--- src/logic/mmuPkg.sv ---
`default_nettype none

package mmuPkg;

    typedef enum logic [1:0] {
        PRIV_USER       = 2'd0,
        PRIV_SUPERVISOR = 2'd1,
        PRIV_MACHINE    = 2'd3
    } PrivLevel;

    // doubles as the requester id on the result broadcast
    typedef enum logic [1:0] {
        RQ_IFETCH = 2'd0,
        RQ_STORE  = 2'd1,
        RQ_LOAD   = 2'd2
    } RqSource;

    typedef enum logic {
        IDLE,
        WAIT_FOR_LOAD
    } WalkState;

    localparam int NUM_RQS = 3;

    // Sv32 PTE flag bits
    localparam int PTE_V = 0;
    localparam int PTE_R = 1;
    localparam int PTE_W = 2;
    localparam int PTE_X = 3;
    localparam int PTE_U = 4;
    localparam int PTE_A = 6;
    localparam int PTE_D = 7;

    localparam int PT_MEM_WORDS = 16384;  // 64 KB
    localparam int PT_ADDR_BITS = 14;

    localparam int unsigned LEGAL_ADDR_LIMIT = 65536;  // byte addresses below this are legal

    localparam int MEM_LATENCY = 2;  // cycles from load accept to result

endpackage

`default_nettype wire

--- src/logic/pteLoadUnit.sv ---
`timescale 1ns/100ps
`default_nettype none

module pteLoadUnit (
    input  wire                             clk,
    input  wire                             rst,
    input  wire                             ldValid,
    input  wire [31:0]                      ldAddr,
    input  wire [31:0]                      rdData,
    output logic                            ldStall,
    output logic                            ldResValid,
    output logic [31:0]                     ldResData,
    output logic                            rdEn,
    output logic [mmuPkg::PT_ADDR_BITS-1:0] rdAddr
);

    // one bit per stage of the single outstanding read
    logic [mmuPkg::MEM_LATENCY-1:0] validPipe;

    wire accept = ldValid && !ldStall;

    assign ldStall = |validPipe;
    assign ldResValid = validPipe[mmuPkg::MEM_LATENCY-1];

    assign rdEn = accept;
    assign rdAddr = ldAddr[mmuPkg::PT_ADDR_BITS+1:2];  // byte to word index

    always_ff @(posedge clk) begin
        if (rst) begin
            validPipe <= '0;
        end else begin
            validPipe <= {validPipe[mmuPkg::MEM_LATENCY-2:0], accept};
        end
    end

    // RAM output holds until the next read, so one capture stage is enough
    always_ff @(posedge clk) begin
        if (validPipe[mmuPkg::MEM_LATENCY-2]) begin
            ldResData <= rdData;
        end
    end

    fixedLatency: assert property (@(posedge clk) disable iff (rst)
        accept |-> ##(mmuPkg::MEM_LATENCY) ldResValid);

endmodule

`default_nettype wire

--- config.mk ---
export PLATFORM = sky130hd
export DESIGN_NAME = pteLoadUnit
export DESIGN_NICKNAME = d
export VERILOG_FILES = /design/src/logic/mmuPkg.sv /design/src/logic/pteLoadUnit.sv
export SDC_FILE = /design/constraint.sdc
export NUM_CORES = 1
export LEC_CHECK = 0
export BUFFER_PORTS_ARGS = -buffer_cell sky130_fd_sc_hd__buf_2
export CAP_MARGIN = 15
export CORE_AREA = 4 4 60 62
export CTS_BUF_LIST = sky130_fd_sc_hd__clkbuf_4 sky130_fd_sc_hd__clkbuf_8
export CTS_CLUSTER_SIZE = 28
export DETAILED_ROUTE_END_ITERATION = 8
export DIE_AREA = 0 0 64 66
export PLACE_DENSITY_LB_ADDON = 0.05
export SYNTH_ARGS = -nofsm -noshare
export SYNTH_HDL_FRONTEND = slang
export SYNTH_SLANG_ARGS = --single-unit
export TNS_END_PERCENT = 50
--- constraint.sdc ---
create_clock -name clk -period 2.6 [get_ports clk]
set_input_delay 0.26 -clock clk [delete_from_list [all_inputs] [get_ports clk]]
set_output_delay 0.26 -clock clk [all_outputs]
set_load 0.005 [all_outputs]
==> impl_metrics.toml <==
[global_routing]
grt_pass1_vias = 704
grt_pass1_wl_mm = 3.54
grt_max_degree = 18
grt_use_total = 0.118
grt_antenna_before_repair = 0
overflow = 0

[synthesis]
postSynthAreaPerCell_sq_um = 21.9
syn_inst = 52
yosysSeqAreaShare = 0.877
syn_nets = 119
syn_area_sq_um = 1140
synth-seq-cells = 34
yosysWarnings = 0
ys_types = 7

[clock_network]
cts_buffers = 5
cts.repair.resized = 0
hold_buffers = 0
tritoncts = "yes"
clockBufferDepth = 2
htreeDepth = 2
cts-root-buf = "clkbuf_4"
clock-sinks = 34
clk_pin_slew_ps = 90
post_cts_buffers = 0
clk_latency_ps = 330

[job]
drv_cap = 0

[timing]
final.period_utilization = 0.617
setup_viol = 0
fin_crit_ps = 1610
max-slew-margin-rel = 0.575
finalMaxSlewViolations = 0
rsz0062_at_grt = "false"
holdWs_ps = 101
tightest_slew_ps = 637
fmax_mhz = 623
fin_tns_setup_ps = 0
hold_viol = 0
fin_worst_skew_ps = 2.11

[min_path]
hold_end = "ldResData[27]"
hp-start = "rdData[27]"
hold_depth = 1
hold_class = "in -> reg"

[setup_path]
cp_max_fo = 17
ff2ff_path_depth = 1
rrSetupSlack_ps = 1260
cp.required_ps = 2340
endpoint_kind = "primary output"
rr_startpoint = "validPipe[0]"
worst_ep_arrival_time_ps = 1350
r2r_end = "ldResData[28]"
critPathLaunchType = "flip-flop"
path_class = "reg -> out"

[drt]
drtPass1Iterations = 3
wl_per_cell_microns = 14.5
finalWirelength_mm = 2.34
dr_total_vias = 670
routed_via_density = 4.16
first_iter_violations = 24
drc = 0
ant_nets = 0

[pwr]
p_per_area_nw_per_um2 = 658
p_leak_nw = 0.646
ir_worst_vdd_mv = 0.321

[layout]
area_growth_pct = 32.5
drive_above_1_share = 0.684
nets = 183
diodes = 0
layout_common_cells = "buf_2 (69), edfxtp_1 (32), clkbuf_4 (8)"
fin_cells = 161
utilization = 0.499
layout_commonest_cell = "buf_2"

[outcome]
status = "complete, no violations"

[die]
dieArea_sq_um = 4220
die_y_microns = 66
rows = 20
die_x_microns = 64
core-area_sq_um = 3030
io_pins = 116
initial_core_util = 0.377

[placed_design]
placedCellCount = 153
place.gp.congestion = 0.693
portBuffers = 69
hpwl_mm = 1.93
-- per-layer routing --
| layer | wire length, microns | global-route usage | up-vias |
|---|---|---|---|
| li1 | - | - | 307 |
| met1 | 703 | 0.109 | 295 |
| met2 | 1180 | 0.187 | 63 |
| met3 | 409 | 0.0918 | 5 |
| met4 | 51 | 0.0539 | 0 |
| met5 | 0 | 0.0278 | - |
-- through the flow --
step	area [sq um]	power (mW)	setup slack, ps
detailed placement	1450	0.714	1230
global route	1510	1.05	853
finish	1510	0.994	995
CTS	1510	1.01	939
floorplan	1140	0.678	1090
global placement	1450	0.712	1260
-- flip-flops by register name, indices dropped and copies added, names as in the netlist --
name,flops
ldResData,32
validPipe,2
-- report_power, final --
group,switching (mW),internal [mW],leakage [nW],total [mW]
combinational,0.0259,0.0366,0.296,0.0624
clock,0.157,0.139,0.0368,0.296
sequential,0.0100,0.626,0.313,0.636
-- worst max path at each step --
stage / startpoint / slack, ps / depth (start not counted) / endpoint
after floorplan: validPipe[0] / 1090 / 1 / ldStall
after detailed placement: validPipe[0] / 1230 / 1 / ldResData[16]
after global placement: validPipe[0] / 1260 / 1 / ldResData[23]
after CTS: validPipe[0] / 940 / 2 / ldStall
final: validPipe[0] / 990 / 2 / ldStall
after global routing: validPipe[0] / 850 / 2 / ldStall
-- worst max-delay path, cell delays in order, from the launching register on --
cell,delay (ps)
dfxtp_1,740
or2_1,180
buf_2,110
-- final cells by class --
type                    instances  area (sq um)
repair buffers                 71           360
flip-flops and latches         34          1000
clock buffers                   8          60.1
fillers                       267          1520
multi-input cells               4          35.0
well taps                      44          55.1
-- synthesized netlist by cell type, drive strengths merged --
| master | instances | area share |
|---|---|---|
| nor2b | 1 | 0.0055 |
| dfxtp | 2 | 0.035 |
| buf | 14 | 0.092 |
| or2 | 1 | 0.0055 |
| nor4b | 1 | 0.013 |
| edfxtp | 32 | 0.84 |
| nor3b | 1 | 0.0066 |
-- kinds of logic after synthesis --
family / synth area share
flops: 0.877
buf+inv: 0.0921
simple gates: 0.0307
No activity file was read; power rests on OpenSTA's default activity.
