## src/logic/mmuPkg.sv

```systemverilog
`default_nettype none

package mmuPkg;

    typedef enum logic [1:0] {
        PRIV_USER       = 2'd0,
        PRIV_SUPERVISOR = 2'd1,
        PRIV_MACHINE    = 2'd3
    } PrivLevel;

    // doubles as the requester id on the result broadcast
    typedef enum logic [1:0] {
        RQ_IFETCH = 2'd0,
        RQ_STORE  = 2'd1,
        RQ_LOAD   = 2'd2
    } RqSource;

    typedef enum logic {
        IDLE,
        WAIT_FOR_LOAD
    } WalkState;

    localparam int NUM_RQS = 3;

    // Sv32 PTE flag bits
    localparam int PTE_V = 0;
    localparam int PTE_R = 1;
    localparam int PTE_W = 2;
    localparam int PTE_X = 3;
    localparam int PTE_U = 4;
    localparam int PTE_A = 6;
    localparam int PTE_D = 7;

    localparam int PT_MEM_WORDS = 16384;  // 64 KB
    localparam int PT_ADDR_BITS = 14;

    localparam int unsigned LEGAL_ADDR_LIMIT = 65536;  // byte addresses below this are legal

    localparam int MEM_LATENCY = 2;  // cycles from load accept to result

endpackage

`default_nettype wire

```

## src/logic/tlbMissPort.sv

```systemverilog
`timescale 1ns/100ps
`default_nettype none

module tlbMissPort #(
    parameter mmuPkg::RqSource PORT_ID = mmuPkg::RQ_IFETCH
) (
    input  wire                     clk,
    input  wire                     rst,
    input  wire                     req,
    input  wire [31:0]              vaddr,
    input  wire [21:0]              rootPpn,
    input  wire mmuPkg::PrivLevel   priv,
    input  wire                     sum,
    input  wire                     mxr,
    input  wire                     launch,
    input  wire                     resValid,
    input  wire mmuPkg::RqSource    resRqId,
    input  wire [21:0]              resPpn,
    input  wire                     resSuperPage,
    input  wire                     resPageFault,
    output logic                    ack,
    output logic                    rqValid,
    output logic [31:0]             rqAddr,
    output logic [21:0]             rqRootPpn,
    output mmuPkg::PrivLevel        rqPriv,
    output logic                    rqSum,
    output logic                    rqMxr,
    output logic [21:0]             ppn,
    output logic                    superPage,
    output logic                    pageFault
);

    typedef enum logic [1:0] {
        PH_WAITING,
        PH_PENDING,
        PH_ACKED
    } PortPhase;

    PortPhase phase;

    wire resHit = resValid && (resRqId == PORT_ID);
    wire resTake = (phase == PH_PENDING) && resHit && !rqValid;  // only once launched

    assign ack = (phase == PH_ACKED);

    always_ff @(posedge clk) begin
        if (rst) begin
            phase <= PH_WAITING;
            rqValid <= 1'b0;
        end else begin
            case (phase)
                PH_WAITING: begin
                    if (req) begin
                        phase <= PH_PENDING;
                        rqValid <= 1'b1;
                    end
                end
                PH_PENDING: begin
                    if (launch) begin
                        rqValid <= 1'b0;  // walker has taken it
                    end
                    if (resTake) begin
                        phase <= PH_ACKED;
                    end
                end
                PH_ACKED: begin
                    if (!req) begin
                        phase <= PH_WAITING;
                    end
                end
                default: phase <= PH_WAITING;
            endcase
        end
    end

    always_ff @(posedge clk) begin
        if (phase == PH_WAITING && req) begin
            rqAddr <= vaddr;
            rqRootPpn <= rootPpn;
            rqPriv <= priv;
            rqSum <= sum;
            rqMxr <= mxr;
        end
        if (resTake) begin
            ppn <= resPpn;
            superPage <= resSuperPage;
            pageFault <= resPageFault;
        end
    end

    ackNeedsResult: assert property (@(posedge clk) disable iff (rst)
        ack |-> $past(ack) || $past(resHit));

endmodule

`default_nettype wire

```

## config.mk

```make
export PLATFORM = sky130hd
export DESIGN_NAME = tlbMissPort
export DESIGN_NICKNAME = d
export VERILOG_FILES = /design/src/logic/mmuPkg.sv /design/src/logic/tlbMissPort.sv
export SDC_FILE = /design/constraint.sdc
export NUM_CORES = 1
export LEC_CHECK = 0
export ABC_AREA = 1
export ABC_CLOCK_PERIOD_IN_PS = 4300
export BUFFER_PORTS_ARGS = -buffer_cell sky130_fd_sc_hd__buf_2
export CAP_MARGIN = 20
export CORE_ASPECT_RATIO = 1.1
export CORE_UTILIZATION = 44
export CTS_CLUSTER_DIAMETER = 150
export DETAILED_ROUTE_END_ITERATION = 7
export PLACE_DENSITY_LB_ADDON = 0.05
export SKIP_CTS_REPAIR_TIMING = 1
export SLEW_MARGIN = 10
export SYNTH_ARGS = -nofsm -noshare
export SYNTH_HDL_FRONTEND = slang
export SYNTH_SLANG_ARGS = --single-unit
```

## constraint.sdc

```tcl
create_clock -name clk -period 4.3 [get_ports clk]
set_input_delay 0.215 -clock clk [delete_from_list [all_inputs] [get_ports clk]]
set_output_delay 0.215 -clock clk [all_outputs]
set_load 0.05 [all_outputs]
```

==> metrics.cfg <==
[setup_path]
crit_path_max_incr_delay_ns = 0.64
worstSetupStartpointType = register
worst_ep_required_time_ns = 4.26
cp_max_fo = 24
worstPathArrival_ns = 1.62
worstPathCellList = inv_2 > nor2_2 > nand3_2 > inv_1
critPathBufInv = 2
endpoint_kind = register
crit_family = buffers and inverters
critPathKind = register to register
cp_slowest_cell = inv_1

[global_route]
grt_overflow = 0
grt_start_max_net_pins = 59
grt_pass1_vias = 1579
grtUsageTotal_pct = 16.0
grt_pass1_wl_mm = 6.93
antenna_found_initial = 0

[sta]
hold_viol_final = 0
drv_slew = 0
fin_crit_sh_pct = 38.5
finalSetupTns_ns = 0
max_freq_mhz = 604
setup_ws_ns = 2.64
rsz0062_at_grt = false
max_slew_margin_pct = 42.2
worst_pin_slew_ns = 0.866
skew_ns = 0.00659
final-setup-viol-count = 0
finalCriticalPeriod_ns = 1.66

[clocking]
cts_buffer_depth = 2
clkSlewWorstSetupHoldPaths_ns = 0.08
clk_latency_ns = 0.33
htree_levels = 3
cts_tree = done
clock-root-buffer = clkbuf_8
clock_sinks = 85
numCtsBuffers = 9

[synth]
syn_inst = 104
syn_nets = 193
synth-seq-area-share_pct = 96.5
ys_types = 11
ys_ff_latch = 85
postSynthAreaPerCell_sq_um = 25.1
yosys_warnings = 0
syn_area_sq_um = 2610

[routing]
vias = 1619
antenna_left = 0
avgRoutedWirePerCell_um = 13.2
drtIter0Drc = 68
first_pass_iters = 4
via_per_inst = 4.38
drc_errors = 0
wl_mm = 4.87

[hold_path]
hold_path.class = input port to register

[final_layout]
area_growth_syn_to_layout_pct = 44.4
stdcell_count = 370
fin_util_pct = 65.8
num_antenna_cells = 0
drive_above_1_share_pct = 65.5
nets = 377

[floorplan]
die_x_um = 75.5
dieArea_sq_um = 6250
start_util_pct = 45.6
fp-row-count = 29
coreArea_sq_um = 5730
die_y_um = 82.8
io_pins = 173

[placed_design]
placed_cells = 353
hpwl_mm = 3.65
pre_cts_slack_ns = 2.52
gp_routability_congestion = 0.796
place.port_buffers = 172

[pwr]
ir_drop_mv = 0.262
p_per_area_nw_per_um2 = 456
p_leak_nw = 1.62
finalPower_mw = 1.72

[run]
max_cap_viol_count = 0

[status]
status = completed

-- per-layer routing --
metal / track usage (%) / vias up / wire, um
li1: - / 770 / -
met1: 15.8 / 741 / 1700
met2: 25.9 / 99 / 2480
met3: 7.16 / 9 / 568
met4: 11.1 / 0 / 131
met5: 0 / - / 0
-- Yosys cell counts (all sizes together) --
master	count	area share [%]
dfxtp	3	2.3
edfxtp	82	94
a21oi	3	0.72
nand2	5	0.72
nor2	4	0.77
inv	5	0.72
nand3	2	0.57
-- through the flow --
step | cell area [sq um] | hold slack, ns
after global placement | 3570 | 0.391
after CTS | 3750 | 0.0295
final | 3770 | 0.0497
after floorplan | 2610 | 0.277
after detailed placement | 3570 | 0.393
after global routing | 3770 | 0.0255
-- final timing paths --
path,slack [ns],cells after the start,start,to
worst max register to register,2.64,4,phase[0],ppn[16]
worst min register to register,0.48,2,rqValid,rqValid
worst min-delay path,0.05,1,vaddr[1],rqAddr[1]
worst max-delay path,2.64,4,phase[0],ppn[16]
-- where the power goes --
group | leakage, nW | internal [mW] | switching (mW)
sequential | 0.796 | 0.957 | 0.00898
combinational | 0.736 | 0.0578 | 0.181
clock | 0.0907 | 0.265 | 0.250
total | 1.62 | 1.28 | 0.440
-- layout make-up --
class / count / area (sq um)
Sequential cell: 85 / 2520
Fill cell: 462 / 1960
Timing Repair Buffer: 173 / 881
Clock buffer: 11 / 131
Tap cell: 77 / 96.3
Multi-Input combinational cell: 14 / 72.6
Clock inverter: 5 / 51.3
Inverter: 5 / 18.8
-- cells by family after synthesis --
| logic type | Yosys count | synth area share, % |
|---|---|---|
| AOI/OAI and AO/OA | 3 | 0.718 |
| and+or+nand+nor | 11 | 2.06 |
| DFF | 85 | 96.5 |
| buffers and inverters | 5 | 0.718 |
-- cells in the final DEF, fill, tap and decap left out --
cell	Yosys	routed
clkinv_2	0	2
nand2_1	5	5
edfxtp_1	82	82
buf_12	0	1
clkinvlp_4	0	1
a21oi_1	2	2
inv_2	1	2
clkinv_1	0	1
nand3_1	1	1
buf_2	0	172
nor2_1	2	2
nor2_2	2	2
bufinv_16	0	1
a21oi_2	1	1
inv_1	4	3
clkbuf_1	0	2
nand3_2	1	1
clkbuf_8	0	9
dfxtp_1	3	3
-- sequential cells by signal, summed over array words and instances (netlist names) --
signal     cells
ppn           22
rqPriv         2
rqMxr          1
superPage      1
rqSum          1
phase          2
rqAddr        32
rqValid        1
pageFault      1
rqRootPpn     22
No activity file was read; power rests on OpenSTA's default activity.
