**src/logic/mmuPkg.sv**
```systemverilog
`default_nettype none

package mmuPkg;

    typedef enum logic [1:0] {
        PRIV_USER       = 2'd0,
        PRIV_SUPERVISOR = 2'd1,
        PRIV_MACHINE    = 2'd3
    } PrivLevel;

    // doubles as the requester id on the result broadcast
    typedef enum logic [1:0] {
        RQ_IFETCH = 2'd0,
        RQ_STORE  = 2'd1,
        RQ_LOAD   = 2'd2
    } RqSource;

    typedef enum logic {
        IDLE,
        WAIT_FOR_LOAD
    } WalkState;

    localparam int NUM_RQS = 3;

    // Sv32 PTE flag bits
    localparam int PTE_V = 0;
    localparam int PTE_R = 1;
    localparam int PTE_W = 2;
    localparam int PTE_X = 3;
    localparam int PTE_U = 4;
    localparam int PTE_A = 6;
    localparam int PTE_D = 7;

    localparam int PT_MEM_WORDS = 16384;  // 64 KB
    localparam int PT_ADDR_BITS = 14;

    localparam int unsigned LEGAL_ADDR_LIMIT = 65536;  // byte addresses below this are legal

    localparam int MEM_LATENCY = 2;  // cycles from load accept to result

endpackage

`default_nettype wire

```
**src/logic/pageWalker.sv**
```systemverilog
`timescale 1ns/100ps
`default_nettype none

module pageWalker (
    input  wire                                         clk,
    input  wire                                         rst,
    input  wire [mmuPkg::NUM_RQS-1:0]                   rqValid,
    input  wire [0:mmuPkg::NUM_RQS-1][31:0]             rqAddr,
    input  wire [0:mmuPkg::NUM_RQS-1][21:0]             rqRootPpn,
    input  wire mmuPkg::PrivLevel [0:mmuPkg::NUM_RQS-1] rqPriv,
    input  wire [0:mmuPkg::NUM_RQS-1]                   rqSum,
    input  wire [0:mmuPkg::NUM_RQS-1]                   rqMxr,
    input  wire                                         ldStall,
    input  wire                                         ldResValid,
    input  wire [31:0]                                  ldResData,
    output logic [mmuPkg::NUM_RQS-1:0]                  launch,
    output logic                                        resValid,
    output mmuPkg::RqSource                             resRqId,
    output logic [21:0]                                 resPpn,
    output logic [19:0]                                 resVpn,
    output logic                                        resSuperPage,
    output logic                                        resPageFault,
    output logic                                        ldValid,
    output logic [31:0]                                 ldAddr
);

    mmuPkg::WalkState state;
    mmuPkg::PrivLevel privQ;
    mmuPkg::RqSource  rqId;
    mmuPkg::RqSource  selIdx;

    logic        walkIter;  // 1 while reading the level-1 PTE
    logic [19:0] walkVpn;
    logic        sumQ;
    logic        mxrQ;
    logic        selFound;
    logic        pageFaultC;

    wire [31:0] pte = ldResData;
    wire [2:0]  rwx = pte[mmuPkg::PTE_X:mmuPkg::PTE_R];
    wire [31:0] nextLookup = {pte[29:10], walkVpn[9:0], 2'b00};

    wire isPointer = (pte[3:0] == 4'b0001) && (pte[31:30] == 2'b00) && walkIter
        && (nextLookup < mmuPkg::LEGAL_ADDR_LIMIT);

    wire resultIn = (state == mmuPkg::WAIT_FOR_LOAD) && !ldValid && ldResValid;

    // highest index wins
    always_comb begin
        selFound = 1'b0;
        selIdx = mmuPkg::RQ_IFETCH;
        for (int i = 0; i < mmuPkg::NUM_RQS; i++) begin
            if (rqValid[i]) begin
                selFound = 1'b1;
                selIdx = mmuPkg::RqSource'(i);
            end
        end
    end

    always_comb begin
        launch = '0;
        if (state == mmuPkg::IDLE && selFound) begin
            launch[selIdx] = 1'b1;
        end
    end

    always_comb begin
        pageFaultC = 1'b0;

        if (!pte[mmuPkg::PTE_V] || !pte[mmuPkg::PTE_A]
            || (privQ == mmuPkg::PRIV_USER && !pte[mmuPkg::PTE_U])
            || (privQ == mmuPkg::PRIV_SUPERVISOR && pte[mmuPkg::PTE_U] && !sumQ)
            || (rqId == mmuPkg::RQ_STORE && !pte[mmuPkg::PTE_D])) begin
            pageFaultC = 1'b1;
        end

        // rwx is {X, W, R}
        case (rqId)
            mmuPkg::RQ_LOAD: begin
                case (rwx)
                    3'b001, 3'b011, 3'b101, 3'b111: ;
                    3'b100: pageFaultC = pageFaultC | !mxrQ;  // execute-only readable with MXR
                    default: pageFaultC = 1'b1;
                endcase
            end
            mmuPkg::RQ_STORE: begin
                case (rwx)
                    3'b011, 3'b111: ;
                    default: pageFaultC = 1'b1;
                endcase
            end
            default: begin
                case (rwx)
                    3'b100, 3'b101, 3'b111: ;
                    default: pageFaultC = 1'b1;
                endcase
            end
        endcase

        if (walkIter && pte[19:10] != 10'd0) begin
            pageFaultC = 1'b1;  // misaligned superpage
        end
    end

    always_ff @(posedge clk) begin
        if (rst) begin
            state <= mmuPkg::IDLE;
            ldValid <= 1'b0;
            resValid <= 1'b0;
        end else begin
            resValid <= 1'b0;
            case (state)
                mmuPkg::IDLE: begin
                    if (selFound) begin
                        state <= mmuPkg::WAIT_FOR_LOAD;
                        ldValid <= 1'b1;
                    end
                end
                default: begin
                    if (ldValid) begin
                        if (!ldStall) begin
                            ldValid <= 1'b0;
                        end
                    end else if (ldResValid) begin
                        if (isPointer) begin
                            ldValid <= 1'b1;  // go down to level 0
                        end else begin
                            resValid <= 1'b1;
                            state <= mmuPkg::IDLE;
                        end
                    end
                end
            endcase
        end
    end

    always_ff @(posedge clk) begin
        if (state == mmuPkg::IDLE && selFound) begin
            walkIter <= 1'b1;
            walkVpn <= rqAddr[selIdx][31:12];
            sumQ <= rqSum[selIdx];
            mxrQ <= rqMxr[selIdx];
            privQ <= rqPriv[selIdx];
            rqId <= selIdx;
            ldAddr <= {rqRootPpn[selIdx][19:0], rqAddr[selIdx][31:22], 2'b00};
        end else if (resultIn) begin
            if (isPointer) begin
                ldAddr <= nextLookup;
                walkIter <= 1'b0;
            end else begin
                resRqId <= rqId;
                resPpn <= pte[31:10];
                resVpn <= walkVpn;
                resSuperPage <= walkIter;
                resPageFault <= pageFaultC;
            end
        end
    end

    noLoadInIdle: assert property (@(posedge clk) disable iff (rst)
        state == mmuPkg::IDLE |-> !ldValid);

    resultAfterLoad: assert property (@(posedge clk) disable iff (rst)
        resValid |-> $past(ldResValid));

endmodule

`default_nettype wire

```
**config.mk**
```make
export PLATFORM = sky130hd
export DESIGN_NAME = pageWalker
export DESIGN_NICKNAME = d
export VERILOG_FILES = /design/src/logic/mmuPkg.sv /design/src/logic/pageWalker.sv
export SDC_FILE = /design/constraint.sdc
export NUM_CORES = 1
export LEC_CHECK = 0
export ABC_AREA = 0
export ABC_CLOCK_PERIOD_IN_PS = 2700
export BUFFER_PORTS_ARGS = -buffer_cell sky130_fd_sc_hd__buf_2
export CORE_MARGIN = 8
export CORE_UTILIZATION = 43
export DETAILED_ROUTE_END_ITERATION = 7
export PLACE_DENSITY = 0.9
export REMOVE_ABC_BUFFERS = 1
export SYNTH_ARGS = -nofsm -noshare
export SYNTH_HDL_FRONTEND = slang
export SYNTH_SLANG_ARGS = --single-unit
```
**constraint.sdc**
```tcl
create_clock -name clk -period 2.7 [get_ports clk]
set_input_delay 0.135 -clock clk [delete_from_list [all_inputs] [get_ports clk]]
set_output_delay 0.135 -clock clk [all_outputs]
set_load 0.005 [all_outputs]
```
==> flow_summary.ini <==
[run_status]
status = completed

[hold_path]
worstHoldPathType = primary input to flop

[synthesis]
yosysWarnings = 0
yosysMostFrequentCell = edfxtp_1
syn_avg_cell_area_um2 = 13.3
ys_ff_latch = 106
synth_top_cell_area_share_pct = 64.0
synth-edff-count = 102
netlist_area_um2 = 4790
synth_cells = 361
synthTopCellsByCount = edfxtp_1, nand2_1, mux2i_1
yosysSeqAreaShare_pct = 65.7
async_reset_ff_share_pct = 0
ys_types = 41
synth_area_leader_cell = edfxtp_1
synthFlopType = edfxtp_1
synth_area_leaders = edfxtp_1, mux2i_1, o21ai_0, nand2_1, mux2_4

[timing]
rsz0062_at_grt = no
timing_hold_violations_final = 0
min_period_over_period_pct = 89.9
setup_violations = 0
setup_tns_ns = 0
fin_worst_skew_ns = 0.0139
fmax_ghz = 0.412
worstMarginPinSlew_ns = 0.891
min_period_ns = 2.43
max_slew_margin_pct = 40.6
finalMaxSlewViolations = 0

[cts]
cts_sinks = 106
cts_root_buffer = clkbuf_8
ctsResizeCount = 0
clkTransAtPathRegs_ns = 0.10
cts_buffers = 9
cts_buffer_depth = 2
htreeDepth = 3
clock_latency_ns = 0.35
cts_tree = done

[layout]
utilization_pct = 60.0
syn_to_final_growth_pct = 35.9
n_antenna_cell = 0
fin_nets = 840
final_layout_size_suffix_gt1_share_pct = 45.1

[critical_path]
timing.critical_path.required_ns = 2.80
crit_path_cell_trace = dlygate4sd3_1 -> buf_2 -> nor4_1 -> and4_1 -> a31oi_4 -> buf_12
slowest_stage = nor4_1
critical_path.top_delay_family = simple AND/OR/NAND/NOR gates
timing.critical_path.buf_inv = 3
slowest_delay_ns = 0.62
crit_path_start_kind = primary input
crit_arrival_ns = 2.53
cp_max_fo = 28
cp-end-kind = flop
crit_type = primary input to flop

[routing]
post_drt_wl_per_cell_um = 18.3
drc_errors = 0
dr.pass1.iters = 5
drt_iter0_markers = 320
drtAntennaViolNets = 0
vias = 3837
via_per_inst = 4.98
routed_wl_um = 14100

[power_and_ir_drop]
max-vdd-ir-drop_mv = 0.304
power_density_nw_per_um2 = 528
p_leak_nw = 2.88

[die]
rows = 38
core_area_um2 = 10800
die_w_um = 122
io_pins = 296
start_util_pct = 44.2
die_y_um = 122
die-area_um2 = 14800

[global_routing]
track_usage_pct = 18.7
grt_pass1_wl_um = 21400
overflow = 0
antenna_found_initial = 0
first_global_vias = 4311
grt_max_degree = 93

[placement]
port_buffers = 248
gp_congestion = 0.841
dp_hpwl_um = 11000

[flow_run]
cap_violations = 0
[through the flow]
stage / setup WS, ns / hold slack, ns / instances / total power, mW / cell area (um^2)
after floorplan: 0.382 / 0.200 / 339 / 2.27 / 4650
after global placement: 0.581 / 0.336 / 735 / 2.58 / 6150
after detailed placement: 0.474 / 0.335 / 735 / 2.62 / 6150
after CTS: 0.316 / 0.00331 / 770 / 3.48 / 6510
after global routing: 0.174 / 0.0136 / 770 / 3.59 / 6510
final: 0.272 / 0.0321 / 770 / 3.44 / 6510
[registers in the layout, summed over array words and instances (netlist names)]
signal,count
mxrQ,1
privQ,2
rqId,2
walkIter,1
resSuperPage,1
resRqId,2
resPageFault,1
sumQ,1
walkVpn,20
state,1
ldValid,1
ldAddr,30
resPpn,22
resVpn,20
resValid,1
[worst paths after layout]
check                 from          to  slack [ns]  depth (start not counted)
max          ldResData[19]  resPpn[20]        0.27                          6
min          ldResData[31]  resPpn[21]        0.03                          1
max reg2reg       walkIter  resPpn[20]        0.76                          4
min reg2reg    walkVpn[17]  resVpn[17]        0.43                          0
[power by group]
part           internal [mW]  switching, mW  total (mW)
Sequential              1.97         0.0415        2.01
Clock                  0.332          0.512       0.844
Combinational          0.283          0.297       0.580
[cells in the final DEF, fill, tap and decap left out, drive strengths merged, types with 2 or more instances in the layout]
master       instances
nor3                 2
conb                 2
buf                256
mux2i               44
dfxtp                4
nor2b                7
nor4                 5
o21ai               45
nand2               46
edfxtp             102
clkinvlp             2
clkinv               3
inv                  5
nor2                25
clkbuf              11
a31oi                2
nor4b                2
mux2                10
ha                   2
dlygate4sd3         19
a21oi               23
[logic make-up (layout without fill, tap and decap cells)]
logic type | Yosys count | in the layout | share of synthesized area [%]
other | 1 | 2 | 0.0783
and+or+nand+nor | 96 | 96 | 9.80
adders and majority gates | 2 | 2 | 0.523
buffers and inverters | 28 | 296 | 3.29
DFF | 106 | 106 | 65.7
AOI/OAI and AO/OA | 74 | 74 | 8.47
muxes | 54 | 54 | 12.2
[repair_timing]
action | CTS | global route
setup buffers | 0 | 0
endpoints found under the hold margin | 21 | 0
hold buffers | 19 | 0
endpoints found under the setup margin | 0 | 0
[final cells by class]
cell class	instances	area, um^2
flip-flops and latches	106	3140
fillers	822	4330
multi-input cells	228	1490
clock buffers	11	131
repair buffers	275	1520
inverters	5	18.8
well taps	140	175
clock inverters	5	31.3
[worst register-to-register path: stages (launching register included)]
cell and delay (ns):
dfxtp_1 0.35, or3b_1 0.24, nor2_4 0.06, a31oi_4 0.69
buf_12 0.29
[metal layers]
layer	global-route usage, %	vias up	part of all wire (%)
li1	-	1855	-
met1	19.3	1768	37
met2	34.4	200	51
met3	6.28	14	10
met4	6.86	0	1.5
met5	0	-	0
No activity file was read; power rests on OpenSTA's default activity.
